**config.mk**
```make
export PLATFORM = sky130hd
export DESIGN_NAME = store_queue
export DESIGN_NICKNAME = d
export VERILOG_FILES = /design/src/verilog/sq_pkg.sv /design/src/verilog/sq_control.sv /design/src/verilog/sq_entry_file.sv /design/src/verilog/sq_drain.sv /design/src/verilog/sq_forward.sv /design/src/verilog/store_queue.sv
export VERILOG_INCLUDE_DIRS = /design/src /design/src/verilog
export SDC_FILE = /design/constraint.sdc
export NUM_CORES = 2
export LEC_CHECK = 0
export BUFFER_PORTS_ARGS = -buffer_cell sky130_fd_sc_hd__buf_2
export CAP_MARGIN = 10
export CORE_ASPECT_RATIO = 2
export CORE_MARGIN = 2
export CORE_UTILIZATION = 55
export DETAILED_ROUTE_END_ITERATION = 10
export GPL_TIMING_DRIVEN = 1
export PLACE_DENSITY = 0.74
export SYNTH_ARGS = -nofsm -noshare
export SYNTH_HDL_FRONTEND = slang
export SYNTH_SLANG_ARGS = --single-unit
```
**constraint.sdc**
```tcl
create_clock -name clock -period 13.35 [get_ports clock]
set_input_delay 2.67 -clock clock [delete_from_list [all_inputs] [get_ports clock]]
set_output_delay 2.67 -clock clock [all_outputs]
set_load 0.02 [all_outputs]
```
**src/verilog/sq_settings.svh**
```systemverilog
`ifndef SQ_SETTINGS_SVH
`define SQ_SETTINGS_SVH

// Queue geometry
`define SQ_DEPTH 8
`define SQ_IDX_W 3

// Dispatch lanes from the decoder
`define SQ_DISPATCH_W 2

// Store functional units that deliver address and data
`define SQ_STORE_FU 2

// Load ports that query for forwarding
`define SQ_LOAD_PORTS 2

// Write ports into the data cache
`define SQ_CACHE_PORTS 2

// Address and data width of the core
`define SQ_XLEN 32

`endif

```
**src/verilog/sq_pkg.sv**
```systemverilog
`default_nettype none

`include "sq_settings.svh"

package sq_pkg;

    // Encodings follow the RISC-V funct3 field of loads and stores
    typedef enum logic [2:0] {
        BYTE  = 3'b000,
        HALF  = 3'b001,
        WORD  = 3'b010,
        BYTEU = 3'b100,
        HALFU = 3'b101
    } mem_func_e;

    // DRAIN_ONLY while almost-full is holding off dispatch
    typedef enum logic {
        RUN        = 1'b0,
        DRAIN_ONLY = 1'b1
    } ctrl_state_e;

    typedef logic [`SQ_IDX_W-1:0] sq_idx_t;

    typedef struct packed {
        logic                valid;
        mem_func_e           func;
        logic [`SQ_XLEN-1:0] addr;
        logic [`SQ_XLEN-1:0] data;
        logic                ready;
    } sq_entry_t;

    // One per dispatch lane from the decoder
    typedef struct packed {
        logic      valid;
        mem_func_e func;
    } id_sq_packet_t;

    // One-cycle strobe from a store unit
    typedef struct packed {
        logic                valid;
        logic [`SQ_XLEN-1:0] base;
        logic [11:0]         imm;
        logic [`SQ_XLEN-1:0] data;
        sq_idx_t             sq_idx;
    } rs_sq_packet_t;

    typedef struct packed {
        logic                valid;
        logic [`SQ_XLEN-1:0] addr;
        mem_func_e           func;
        logic [`SQ_XLEN-1:0] data;
    } sq_dcache_packet_t;

    // youngest_older is the tail seen when the load dispatched
    typedef struct packed {
        logic [`SQ_XLEN-1:0] addr;
        mem_func_e           func;
        sq_idx_t             youngest_older;
    } ld_query_t;

    typedef struct packed {
        logic                hit;
        logic [`SQ_XLEN-1:0] value;
    } fwd_result_t;

endpackage

`default_nettype wire

```
**src/verilog/sq_control.sv**
```systemverilog
`timescale 1ns/10ps
`default_nettype none

`include "sq_settings.svh"

module sq_control (
    input  logic                                  clock,
    input  logic                                  reset,
    input  logic [`SQ_DISPATCH_W-1:0]             id_valid,
    input  logic [1:0]                            commit_count,
    input  logic [1:0]                            sent_count,
    input  logic [`SQ_DEPTH-1:0]                  ready_vec,
    output logic [`SQ_DISPATCH_W-1:0]             alloc_en,
    output sq_pkg::sq_idx_t [`SQ_DISPATCH_W-1:0]  alloc_idx,
    output sq_pkg::sq_idx_t                       head,
    output sq_pkg::sq_idx_t                       tail,
    output sq_pkg::sq_idx_t                       ready_tail,
    output logic [`SQ_IDX_W:0]                    credit,
    output logic                                  almost_full
);

    logic [`SQ_IDX_W:0]  size;
    logic [`SQ_IDX_W:0]  size_next;
    logic [`SQ_IDX_W:0]  credit_next;
    logic [1:0]          n_alloc;
    sq_pkg::ctrl_state_e state;
    sq_pkg::ctrl_state_e state_next;

    assign almost_full = (state == sq_pkg::DRAIN_ONLY);

    // Accepted lanes take consecutive slots from tail
    always_comb begin
        n_alloc = '0;
        for (int i = 0; i < `SQ_DISPATCH_W; i++) begin
            alloc_en[i]  = id_valid[i] && !almost_full;
            alloc_idx[i] = tail + sq_pkg::sq_idx_t'(n_alloc);
            if (alloc_en[i]) begin
                n_alloc = n_alloc + 2'd1;
            end
        end
    end

    always_comb begin
        size_next   = size + (`SQ_IDX_W+1)'(n_alloc) - (`SQ_IDX_W+1)'(sent_count);
        credit_next = credit + (`SQ_IDX_W+1)'(commit_count) - (`SQ_IDX_W+1)'(sent_count);
        // Keep room for a full dispatch group at all times
        if (size_next > (`SQ_IDX_W+1)'(`SQ_DEPTH - `SQ_DISPATCH_W)) begin
            state_next = sq_pkg::DRAIN_ONLY;
        end else begin
            state_next = sq_pkg::RUN;
        end
    end

    // Length of the ready run starting at head
    always_comb begin
        logic               run;
        logic [`SQ_IDX_W:0] count;
        run   = 1'b1;
        count = '0;
        for (int j = 0; j < `SQ_DEPTH; j++) begin
            run = run && ready_vec[head + sq_pkg::sq_idx_t'(j)];
            if (run) begin
                count = count + 1'b1;
            end
        end
        ready_tail = head + sq_pkg::sq_idx_t'(count);
    end

    always_ff @(posedge clock) begin
        if (reset) begin
            head   <= '0;
            tail   <= '0;
            size   <= '0;
            credit <= '0;
            state  <= sq_pkg::RUN;
        end else begin
            head   <= head + sq_pkg::sq_idx_t'(sent_count);
            tail   <= tail + sq_pkg::sq_idx_t'(n_alloc);
            size   <= size_next;
            credit <= credit_next;
            state  <= state_next;
        end
    end

    assert property (@(posedge clock) disable iff (reset) size <= `SQ_DEPTH);

    // The drain must never send a store the reorder buffer has not retired
    assert property (@(posedge clock) disable iff (reset)
        (`SQ_IDX_W+1)'(sent_count) <= credit);

endmodule

`default_nettype wire

```
**src/verilog/sq_entry_file.sv**
```systemverilog
`timescale 1ns/10ps
`default_nettype none

`include "sq_settings.svh"

module sq_entry_file (
    input  logic                                       clock,
    input  logic                                       reset,
    input  sq_pkg::id_sq_packet_t [`SQ_DISPATCH_W-1:0] id_sq_packet,
    input  logic [`SQ_DISPATCH_W-1:0]                  alloc_en,
    input  sq_pkg::sq_idx_t [`SQ_DISPATCH_W-1:0]       alloc_idx,
    input  sq_pkg::rs_sq_packet_t [`SQ_STORE_FU-1:0]   rs_sq_packet,
    input  logic [`SQ_DEPTH-1:0]                       clear_en,
    output sq_pkg::sq_entry_t [`SQ_DEPTH-1:0]          entries,
    output logic [`SQ_DEPTH-1:0]                       ready_vec
);

    typedef struct packed {
        sq_pkg::sq_idx_t     idx;
        logic [`SQ_XLEN-1:0] addr;
        logic [`SQ_XLEN-1:0] data;
    } fill_t;

    logic [`SQ_DEPTH-1:0]     valid_q;
    logic [`SQ_DEPTH-1:0]     ready_q;
    sq_pkg::mem_func_e        func_q [`SQ_DEPTH];
    logic [`SQ_XLEN-1:0]      addr_q [`SQ_DEPTH];
    logic [`SQ_XLEN-1:0]      data_q [`SQ_DEPTH];
    logic [`SQ_STORE_FU-1:0]  fill_valid_q;
    fill_t [`SQ_STORE_FU-1:0] fill_q;
    logic [`SQ_DEPTH-1:0]     alloc_mask;
    logic [`SQ_DEPTH-1:0]     fill_mask;

    always_comb begin
        alloc_mask = '0;
        fill_mask  = '0;
        for (int i = 0; i < `SQ_DISPATCH_W; i++) begin
            if (alloc_en[i]) begin
                alloc_mask[alloc_idx[i]] = 1'b1;
            end
        end
        for (int f = 0; f < `SQ_STORE_FU; f++) begin
            if (fill_valid_q[f]) begin
                fill_mask[fill_q[f].idx] = 1'b1;
            end
        end
    end

    // Address generation stage adds the sign-extended immediate to base
    always_ff @(posedge clock) begin
        if (reset) begin
            fill_valid_q <= '0;
        end else begin
            for (int f = 0; f < `SQ_STORE_FU; f++) begin
                fill_valid_q[f] <= rs_sq_packet[f].valid;
            end
        end
    end

    always_ff @(posedge clock) begin
        for (int f = 0; f < `SQ_STORE_FU; f++) begin
            fill_q[f].idx  <= rs_sq_packet[f].sq_idx;
            fill_q[f].addr <= rs_sq_packet[f].base
                              + {{20{rs_sq_packet[f].imm[11]}}, rs_sq_packet[f].imm};
            fill_q[f].data <= rs_sq_packet[f].data;
        end
    end

    always_ff @(posedge clock) begin
        if (reset) begin
            valid_q <= '0;
            ready_q <= '0;
        end else begin
            valid_q <= (valid_q & ~clear_en) | alloc_mask;
            ready_q <= (ready_q & ~clear_en & ~alloc_mask) | fill_mask;
        end
    end

    always_ff @(posedge clock) begin
        for (int i = 0; i < `SQ_DISPATCH_W; i++) begin
            if (alloc_en[i]) begin
                func_q[alloc_idx[i]] <= id_sq_packet[i].func;
            end
        end
        for (int f = 0; f < `SQ_STORE_FU; f++) begin
            if (fill_valid_q[f]) begin
                addr_q[fill_q[f].idx] <= fill_q[f].addr;
                data_q[fill_q[f].idx] <= fill_q[f].data;
            end
        end
    end

    always_comb begin
        for (int e = 0; e < `SQ_DEPTH; e++) begin
            entries[e].valid = valid_q[e];
            entries[e].func  = func_q[e];
            entries[e].addr  = addr_q[e];
            entries[e].data  = data_q[e];
            entries[e].ready = ready_q[e];
        end
        ready_vec = valid_q & ready_q;
    end

    // Store units may only name slots the decoder has allocated
    for (genvar f = 0; f < `SQ_STORE_FU; f++) begin : g_fill_check
        assert property (@(posedge clock) disable iff (reset)
            fill_valid_q[f] |-> valid_q[fill_q[f].idx]);
    end

    assert property (@(posedge clock) disable iff (reset) (clear_en & alloc_mask) == '0);

endmodule

`default_nettype wire

```
**src/verilog/sq_drain.sv**
```systemverilog
`timescale 1ns/10ps
`default_nettype none

`include "sq_settings.svh"

module sq_drain (
    input  sq_pkg::sq_entry_t [`SQ_DEPTH-1:0]                entries,
    input  sq_pkg::sq_idx_t                                  head,
    input  logic [`SQ_IDX_W:0]                               credit,
    input  logic [`SQ_CACHE_PORTS-1:0]                       dcache_accept,
    output sq_pkg::sq_dcache_packet_t [`SQ_CACHE_PORTS-1:0]  sq_dcache_packet,
    output logic [`SQ_DEPTH-1:0]                             clear_en,
    output logic [1:0]                                       sent_count
);

    // Port k carries the entry k places after head
    always_comb begin
        sq_pkg::sq_idx_t idx;
        logic            present;
        logic            firing;
        sq_dcache_packet = '0;
        clear_en         = '0;
        sent_count       = '0;
        present          = 1'b1;
        firing           = 1'b1;
        for (int k = 0; k < `SQ_CACHE_PORTS; k++) begin
            idx = head + sq_pkg::sq_idx_t'(k);
            // Stop at the first store not yet ready or not yet retired
            present = present
                      && entries[idx].valid
                      && entries[idx].ready
                      && (credit > (`SQ_IDX_W+1)'(k));
            if (present) begin
                sq_dcache_packet[k].valid = 1'b1;
                sq_dcache_packet[k].addr  = entries[idx].addr;
                sq_dcache_packet[k].func  = entries[idx].func;
                sq_dcache_packet[k].data  = entries[idx].data;
            end
            // A port fires only behind firing ports
            firing = firing && present && dcache_accept[k];
            if (firing) begin
                clear_en[idx] = 1'b1;
                sent_count    = sent_count + 2'd1;
            end
        end
    end

endmodule

`default_nettype wire

```
**src/verilog/sq_forward.sv**
```systemverilog
`timescale 1ns/10ps
`default_nettype none

`include "sq_settings.svh"

module sq_forward (
    input  sq_pkg::sq_entry_t [`SQ_DEPTH-1:0]       entries,
    input  sq_pkg::sq_idx_t                         head,
    input  sq_pkg::ld_query_t [`SQ_LOAD_PORTS-1:0]  ld_query,
    output sq_pkg::fwd_result_t [`SQ_LOAD_PORTS-1:0] fwd_result
);

    // Bytes touched within the aligned word
    function automatic logic [3:0] byte_mask(sq_pkg::mem_func_e func, logic [1:0] offset);
        logic [3:0] base_mask;
        case (func)
            sq_pkg::BYTE, sq_pkg::BYTEU: base_mask = 4'b0001;
            sq_pkg::HALF, sq_pkg::HALFU: base_mask = 4'b0011;
            default:                     base_mask = 4'b1111;
        endcase
        return base_mask << offset;
    endfunction

    function automatic logic [`SQ_XLEN-1:0] extend(logic [`SQ_XLEN-1:0] raw,
                                                   sq_pkg::mem_func_e func);
        case (func)
            sq_pkg::BYTE:  return {{24{raw[7]}}, raw[7:0]};
            sq_pkg::BYTEU: return {24'h0, raw[7:0]};
            sq_pkg::HALF:  return {{16{raw[15]}}, raw[15:0]};
            sq_pkg::HALFU: return {16'h0, raw[15:0]};
            default:       return raw;
        endcase
    endfunction

    always_comb begin
        sq_pkg::sq_idx_t     idx;
        sq_pkg::sq_idx_t     match_idx;
        logic                stop;
        logic                found;
        logic                overlap;
        logic [3:0]          load_mask;
        logic [3:0]          store_mask;
        logic [3:0]          match_mask;
        logic [`SQ_XLEN-1:0] mem_word;
        logic [`SQ_XLEN-1:0] raw;
        for (int p = 0; p < `SQ_LOAD_PORTS; p++) begin
            load_mask  = byte_mask(ld_query[p].func, ld_query[p].addr[1:0]);
            stop       = 1'b0;
            found      = 1'b0;
            match_idx  = head;
            match_mask = '0;
            // Scanning oldest to youngest leaves the youngest match last
            for (int j = 0; j < `SQ_DEPTH; j++) begin
                idx  = head + sq_pkg::sq_idx_t'(j);
                stop = stop || (idx == ld_query[p].youngest_older);
                store_mask = byte_mask(entries[idx].func, entries[idx].addr[1:0]);
                overlap = (entries[idx].addr[`SQ_XLEN-1:2] == ld_query[p].addr[`SQ_XLEN-1:2])
                          && |(store_mask & load_mask);
                // A store without its address yet might alias anything
                if (!stop && entries[idx].valid && (!entries[idx].ready || overlap)) begin
                    found      = 1'b1;
                    match_idx  = idx;
                    match_mask = store_mask;
                end
            end
            mem_word = entries[match_idx].data << {entries[match_idx].addr[1:0], 3'b000};
            raw      = mem_word >> {ld_query[p].addr[1:0], 3'b000};
            fwd_result[p].hit = found
                                && entries[match_idx].ready
                                && ((load_mask & ~match_mask) == 4'b0000);
            fwd_result[p].value = fwd_result[p].hit ? extend(raw, ld_query[p].func) : '0;
        end
    end

endmodule

`default_nettype wire

```
**src/verilog/store_queue.sv**
```systemverilog
`timescale 1ns/10ps
`default_nettype none

`include "sq_settings.svh"

module store_queue (
    input  logic                                           clock,
    input  logic                                           reset,
    // Decoder
    input  sq_pkg::id_sq_packet_t [`SQ_DISPATCH_W-1:0]     id_sq_packet,
    output logic                                           almost_full,
    output sq_pkg::sq_idx_t                                tail,
    // Store units
    input  sq_pkg::rs_sq_packet_t [`SQ_STORE_FU-1:0]       rs_sq_packet,
    // Reorder buffer
    input  logic [1:0]                                     commit_count,
    output logic [1:0]                                     sent_count,
    // Data cache
    output sq_pkg::sq_dcache_packet_t [`SQ_CACHE_PORTS-1:0] sq_dcache_packet,
    input  logic [`SQ_CACHE_PORTS-1:0]                     dcache_accept,
    // Load ports answered in the same cycle
    input  sq_pkg::ld_query_t [`SQ_LOAD_PORTS-1:0]         ld_query,
    output sq_pkg::fwd_result_t [`SQ_LOAD_PORTS-1:0]       fwd_result,
    output sq_pkg::sq_idx_t                                head,
    output sq_pkg::sq_idx_t                                ready_tail
);

    logic [`SQ_DISPATCH_W-1:0]              id_valid;
    logic [`SQ_DISPATCH_W-1:0]              alloc_en;
    sq_pkg::sq_idx_t [`SQ_DISPATCH_W-1:0]   alloc_idx;
    logic [`SQ_DEPTH-1:0]                   ready_vec;
    logic [`SQ_DEPTH-1:0]                   clear_en;
    logic [`SQ_IDX_W:0]                     credit;
    sq_pkg::sq_entry_t [`SQ_DEPTH-1:0]      entries;

    always_comb begin
        for (int i = 0; i < `SQ_DISPATCH_W; i++) begin
            id_valid[i] = id_sq_packet[i].valid;
        end
    end

    sq_control sq_control_i (
        .clock        (clock),
        .reset        (reset),
        .id_valid     (id_valid),
        .commit_count (commit_count),
        .sent_count   (sent_count),
        .ready_vec    (ready_vec),
        .alloc_en     (alloc_en),
        .alloc_idx    (alloc_idx),
        .head         (head),
        .tail         (tail),
        .ready_tail   (ready_tail),
        .credit       (credit),
        .almost_full  (almost_full)
    );

    sq_entry_file sq_entry_file_i (
        .clock        (clock),
        .reset        (reset),
        .id_sq_packet (id_sq_packet),
        .alloc_en     (alloc_en),
        .alloc_idx    (alloc_idx),
        .rs_sq_packet (rs_sq_packet),
        .clear_en     (clear_en),
        .entries      (entries),
        .ready_vec    (ready_vec)
    );

    sq_drain sq_drain_i (
        .entries          (entries),
        .head             (head),
        .credit           (credit),
        .dcache_accept    (dcache_accept),
        .sq_dcache_packet (sq_dcache_packet),
        .clear_en         (clear_en),
        .sent_count       (sent_count)
    );

    sq_forward sq_forward_i (
        .entries    (entries),
        .head       (head),
        .ld_query   (ld_query),
        .fwd_result (fwd_result)
    );

endmodule

`default_nettype wire

```
==> qor.yml, run 1 <==
global_routing:
  overflow: 122
  grt_max_degree: 105
  grt_use_total_pct: 65.4
  grt_pass1_wl_um: 535000
  grt_pass1_vias: 66300
synthesis:
  ys_ff_latch: 703
  synth_cells: 5772
  syn-cell-area_um2: 62200
  yosysSeqAreaShare_pct: 31.3
  synth.distinct_cells: 109
  synth_warnings: 0
  synth_edf_count: 536
  yosys_most_used_dff: "edfxtp_1"
  synth_fp_nets: 6120
  postSynth.asyncResetShare_pct: 0
  postSynthAreaPerCell_um2: 10.8
cts:
  cts_root_buf: "clkbuf_16"
  clock_path_buffers: 3
  hold_buffers: 0
  clkSinkCount: 703
  numCtsBuffers: 66
  post_cts_buffers: 0
  htreeDepth: 3
  cts_resized: 0
status:
  outcome.stop_stage: "global routing (5_1_grt)"
  stop_error: "[ERROR GRT-0116] Global routing finished with congestion. Check the congestion regions in the DRC Viewer."
  status: "did not finish"
place:
  post_dp_cell_area_um2: 66100
  gp_congestion: 1.19
  numPortBuffers: 463
  dp_hpwl_um: 257000
floorplanning:
  ioPinCount: 464
  dieWidth_um: 242
  die_h_um: 479
  start_util_pct: 55.3
  rows: 174
metal layers:
layer	track usage, %	GRT overflow
met2	93.1	69
met3	35.1	0
met5	1.62	0
met1	61.1	0
met4	79.3	53
per-stage QoR:
stage | worst slack [ns] | instances | util (%)
after global placement | 1.21 | 7464 | 58.8
after floorplan | 2.44 | 5772 | -
after CTS | 0.479 | 7586 | 60.9
after detailed placement | 1.23 | 7464 | 58.8
cell usage after synthesis (all sizes together), types with 47 or more instances:
cell type | count | area (µm²)
a21oi | 163 | 831
xor2 | 113 | 990
nor2 | 297 | 1110
mux4 | 389 | 8760
o211ai | 51 | 383
o21ai | 122 | 614
nor4 | 126 | 801
buf | 224 | 1360
nand2 | 413 | 1560
o221ai | 47 | 412
a211oi | 94 | 706
dfxtp | 167 | 3340
ha | 89 | 1110
xnor2 | 447 | 3920
edfxtp | 536 | 16100
clkbuf | 250 | 938
inv | 172 | 646
nor3 | 87 | 445
mux2 | 609 | 6860
nand4 | 77 | 482
nand3 | 115 | 581
mux2i | 339 | 3450
o22ai | 94 | 588
a2111oi | 91 | 803
kinds of logic after synthesis:
family                     Yosys count  share of synthesized area [%]
buffers and inverters              651                           4.76
xor gates and xnor gates           562                           7.96
DFF                                703                           31.3
and+or+nand+nor                   1315                           10.2
AOI/OAI and AO/OA                 1106                           13.1
adders and majority gates           98                           2.08
muxes                             1337                           30.7
==> run 2, diff against run 1 <==
- CORE_ASPECT_RATIO: 2 -> unset
- CORE_UTILIZATION: 55 -> 40
- PLACE_DENSITY: 0.74 -> unset
- PLACE_DENSITY_LB_ADDON: unset -> 0.15
==> run 2 against run 1 <==
The flow now finishes without violations; area after synthesis unchanged; synthesized cell count unchanged.
==> qor.yml, run 2 <==
status:
  status: "completed"
global_routing:
  grt_pass1_wl_um: 415000
  grt_pass1_vias: 52600
  overflow: 0
  grt_use_total_pct: 36.9
  antenna_found_initial: 11
  grt_max_degree: 85
critical_path:
  slowest_stage: "o32ai_1"
  reg2reg_to: "sq_control_i.almost_full$_SDFF_PP0_"
  path_cells: "inv_2 -> ha_4 -> buf_4 -> mux4_2 -> mux2i_1 -> nor2_1 -> or2_2 -> o221ai_1 -> nor3b_1 -> a21o_1 -> nand3_1 -> a311oi_1 -> o31ai_4 -> buf_4 -> mux2i_1 -> a2111o_1 -> nor2_1 -> nand2_1 -> o32ai_1 -> buf_2"
  ff2ff_setup_slack_ns: 7.32
  cp.arrival_ns: 10.53
  crit_type: "reg -> out"
  critPathRequiredTime_ns: 10.68
  r2r.worst_path.cells: 18
  end_kind: "output pin"
  rr_startpoint: "sq_control_i.head[0]$_SDFF_PP0_"
  startpoint_type: "register"
  slowest_delay_ns: 1.01
  crit_fanout: 41
sta:
  finalClockSkew_ns: 0.0392
  worst_slew_pin_slew_ns: 1.29
  fmax_mhz: 75.7
  setup_viol: 0
  hold_violations: 0
  fin_crit_sh_pct: 98.9
  maxSlewViolCount: 0
  rsz0062_at_grt: "false"
  slew_headroom_pct: 13.5
  min_period_ns: 13.20
  setup_tns_ns: 0
cts:
  htreeDepth: 3  # unchanged
  post_cts_buffers: 0  # unchanged
  numCtsBuffers: 85  # +29%
  clock_path_buffers: 3  # unchanged
  clk_pin_slew_ns: 0.06
  clock_latency_ns: 0.74
  cts_tree: "built"
  clkSinkCount: 703  # unchanged
  cts_root_buf: "clkbuf_16"
route:
  first_pass_iters: 7
  drt_iter0_drc: 8783
  viasPerCell: 6.93
  drt-total-wl_um: 302000
  drcViolationCount: 0
  route.met3.wl_um: 40300
  vias: 56500
  wire_per_inst_um: 37.0
  dr_wl_met2_um: 123000
  wl_met1_um: 126000
  route.antenna.remaining_nets: 0
  top_layer: "met5"
finish:
  drive_above_1_share_pct: 30.8
  syn_to_final_growth_pct: 12.0
  final_common_cell: "mux2_2"
  nNetsFinal: 6383
  final_cell_mix: "mux2_2, edfxtp_1, buf_2"
  fillers: 14600
synthesis:
  synth_fp_nets: 6120  # unchanged
  synth_cells: 5772  # unchanged
  synth.distinct_cells: 109  # unchanged
  postSynthAreaPerCell_um2: 10.8  # unchanged
  syn-cell-area_um2: 62200  # unchanged
  synth_top_area_share_pct: 25.9  # unchanged
  synth_warnings: 0  # unchanged
  yosysSeqAreaShare_pct: 31.3  # unchanged
  yosys_most_used_dff: "edfxtp_1"
  synth_area_leaders: "edfxtp_1, mux4_2, mux2_2"
  yosysMostFrequentCell: "mux2_2"
  ys_ff_latch: 703  # unchanged
  synth_edf_count: 536  # unchanged
  postSynth.asyncResetShare_pct: 0  # unchanged
  synth_largest_area_cell: "edfxtp_1"
  synth_common_cells: "mux2_2, edfxtp_1, xnor2_1"
min_path:
  min_path_type: "reg -> reg"
  hold_start: "sq_entry_file_i.valid_q[4]$_SDFF_PP0_"
  hold_depth: 2
  hold_end: "sq_entry_file_i.valid_q[4]$_SDFF_PP0_"
floorplanning:
  fp.coreArea_um2: 154000
  start_util_pct: 40.3  # -15 points
  die_h_um: 398  # -17%
  ioPinCount: 464  # unchanged
  dieArea_um2: 159000
  dieWidth_um: 398  # +65%
  rows: 144  # -17%
power:
  p_leak_nw: 24.2
  power_w: 0.00944
  cellPowerDensity_nw_per_um2: 136
  vdd_ir_drop_max_uv: 113
place:
  gp_congestion: 1.07  # -10%
  numPortBuffers: 463  # unchanged
  dp_hpwl_um: 222000  # -14%
job:
  drv_cap: 0
[run 2: power breakdown]
part / internal, W / switching [W] / total (W)
sequential: 0.00257 / 0.000287 / 0.00286
clock: 0.00143 / 0.00104 / 0.00247
combinational: 0.00153 / 0.00258 / 0.00411
[run 2: area by class of cell]
cell class	instances	area, µm²	area share [%]
Tap cell	2044	2560	3.67
Clock inverter	40	549	0.789
Clock buffer	118	2400	3.45
Sequential cell	703	19400	27.9
Antenna cell	6	15.0	0.0216
Timing Repair Buffer	650	3850	5.53
Multi-Input combinational cell	4418	40100	57.6
Inverter	177	668	0.960
[run 2: cells by family after synthesis]
family,synth area share (%)
AOI/OAI and AO/OA,13.1
xor gates and xnor gates,7.96
adders and majority gates,2.08
buffers and inverters,4.76
DFF,31.3
muxes,30.7
and+or+nand+nor,10.2
[run 2: stage by stage]
stage | area [µm²] | hold slack, ns | worst slack, ns | utilization [%] | cells
2_1_floorplan | 62200 | 0.513 | 2.44 | - | 5772
6_report | 69600 | 0.590 | 0.148 | 45.1 | 8156
3_3_place_gp | 66600 | 0.571 | 0.720 | 43.2 | 7992
3_5_place_dp | 66600 | 0.579 | 0.774 | 43.2 | 7992
5_1_grt | 69600 | 0.628 | 0.0660 | 45.1 | 8153
4_1_cts | 69600 | 0.587 | 0.365 | 45.1 | 8150
[run 2: timing repair]
item                                    in CTS  in global routing
hold buffers                                 0                  0
endpoints found under the setup margin       0                  6
resized for setup                            0                  3
hold endpoints to repair                     0                  0
[run 2: critical path, delay by kind of cell, from the launching register on]
kind	cells	cell delay (ns)
AND/OR/NAND/NOR	6	2.02
adder cells (fa/ha/maj)	1	0.81
buffers and inverters	4	1.16
AO/OA/AOI/OAI	6	3.64
multiplexers	3	1.45
flip-flops	1	0.65
[run 2: worst max-delay path by stage]
| stage | slack (ns) | start | end |
|---|---|---|---|
| after floorplan | 2.44 | sq_control_i.head[1]$_SDFF_PP0_ | fwd_result[3] |
| after global placement | 0.72 | ld_query[45] | fwd_result[60] |
| after detailed placement | 0.77 | ld_query[45] | fwd_result[57] |
| after CTS | 0.36 | sq_control_i.head[0]$_SDFF_PP0_ | fwd_result[57] |
| after global routing | 0.07 | sq_control_i.head[0]$_SDFF_PP0_ | fwd_result[49] |
| final | 0.15 | sq_control_i.head[0]$_SDFF_PP0_ | fwd_result[49] |
[run 2: metal layers]
layer,vias to the layer above,GRT usage [%]
met3,609,10.8
met2,4168,51.7
met4,4,12.6
met5,-,0
met1,28500,53.8
li1,23200,-
(Power assumes the default switching activity.)
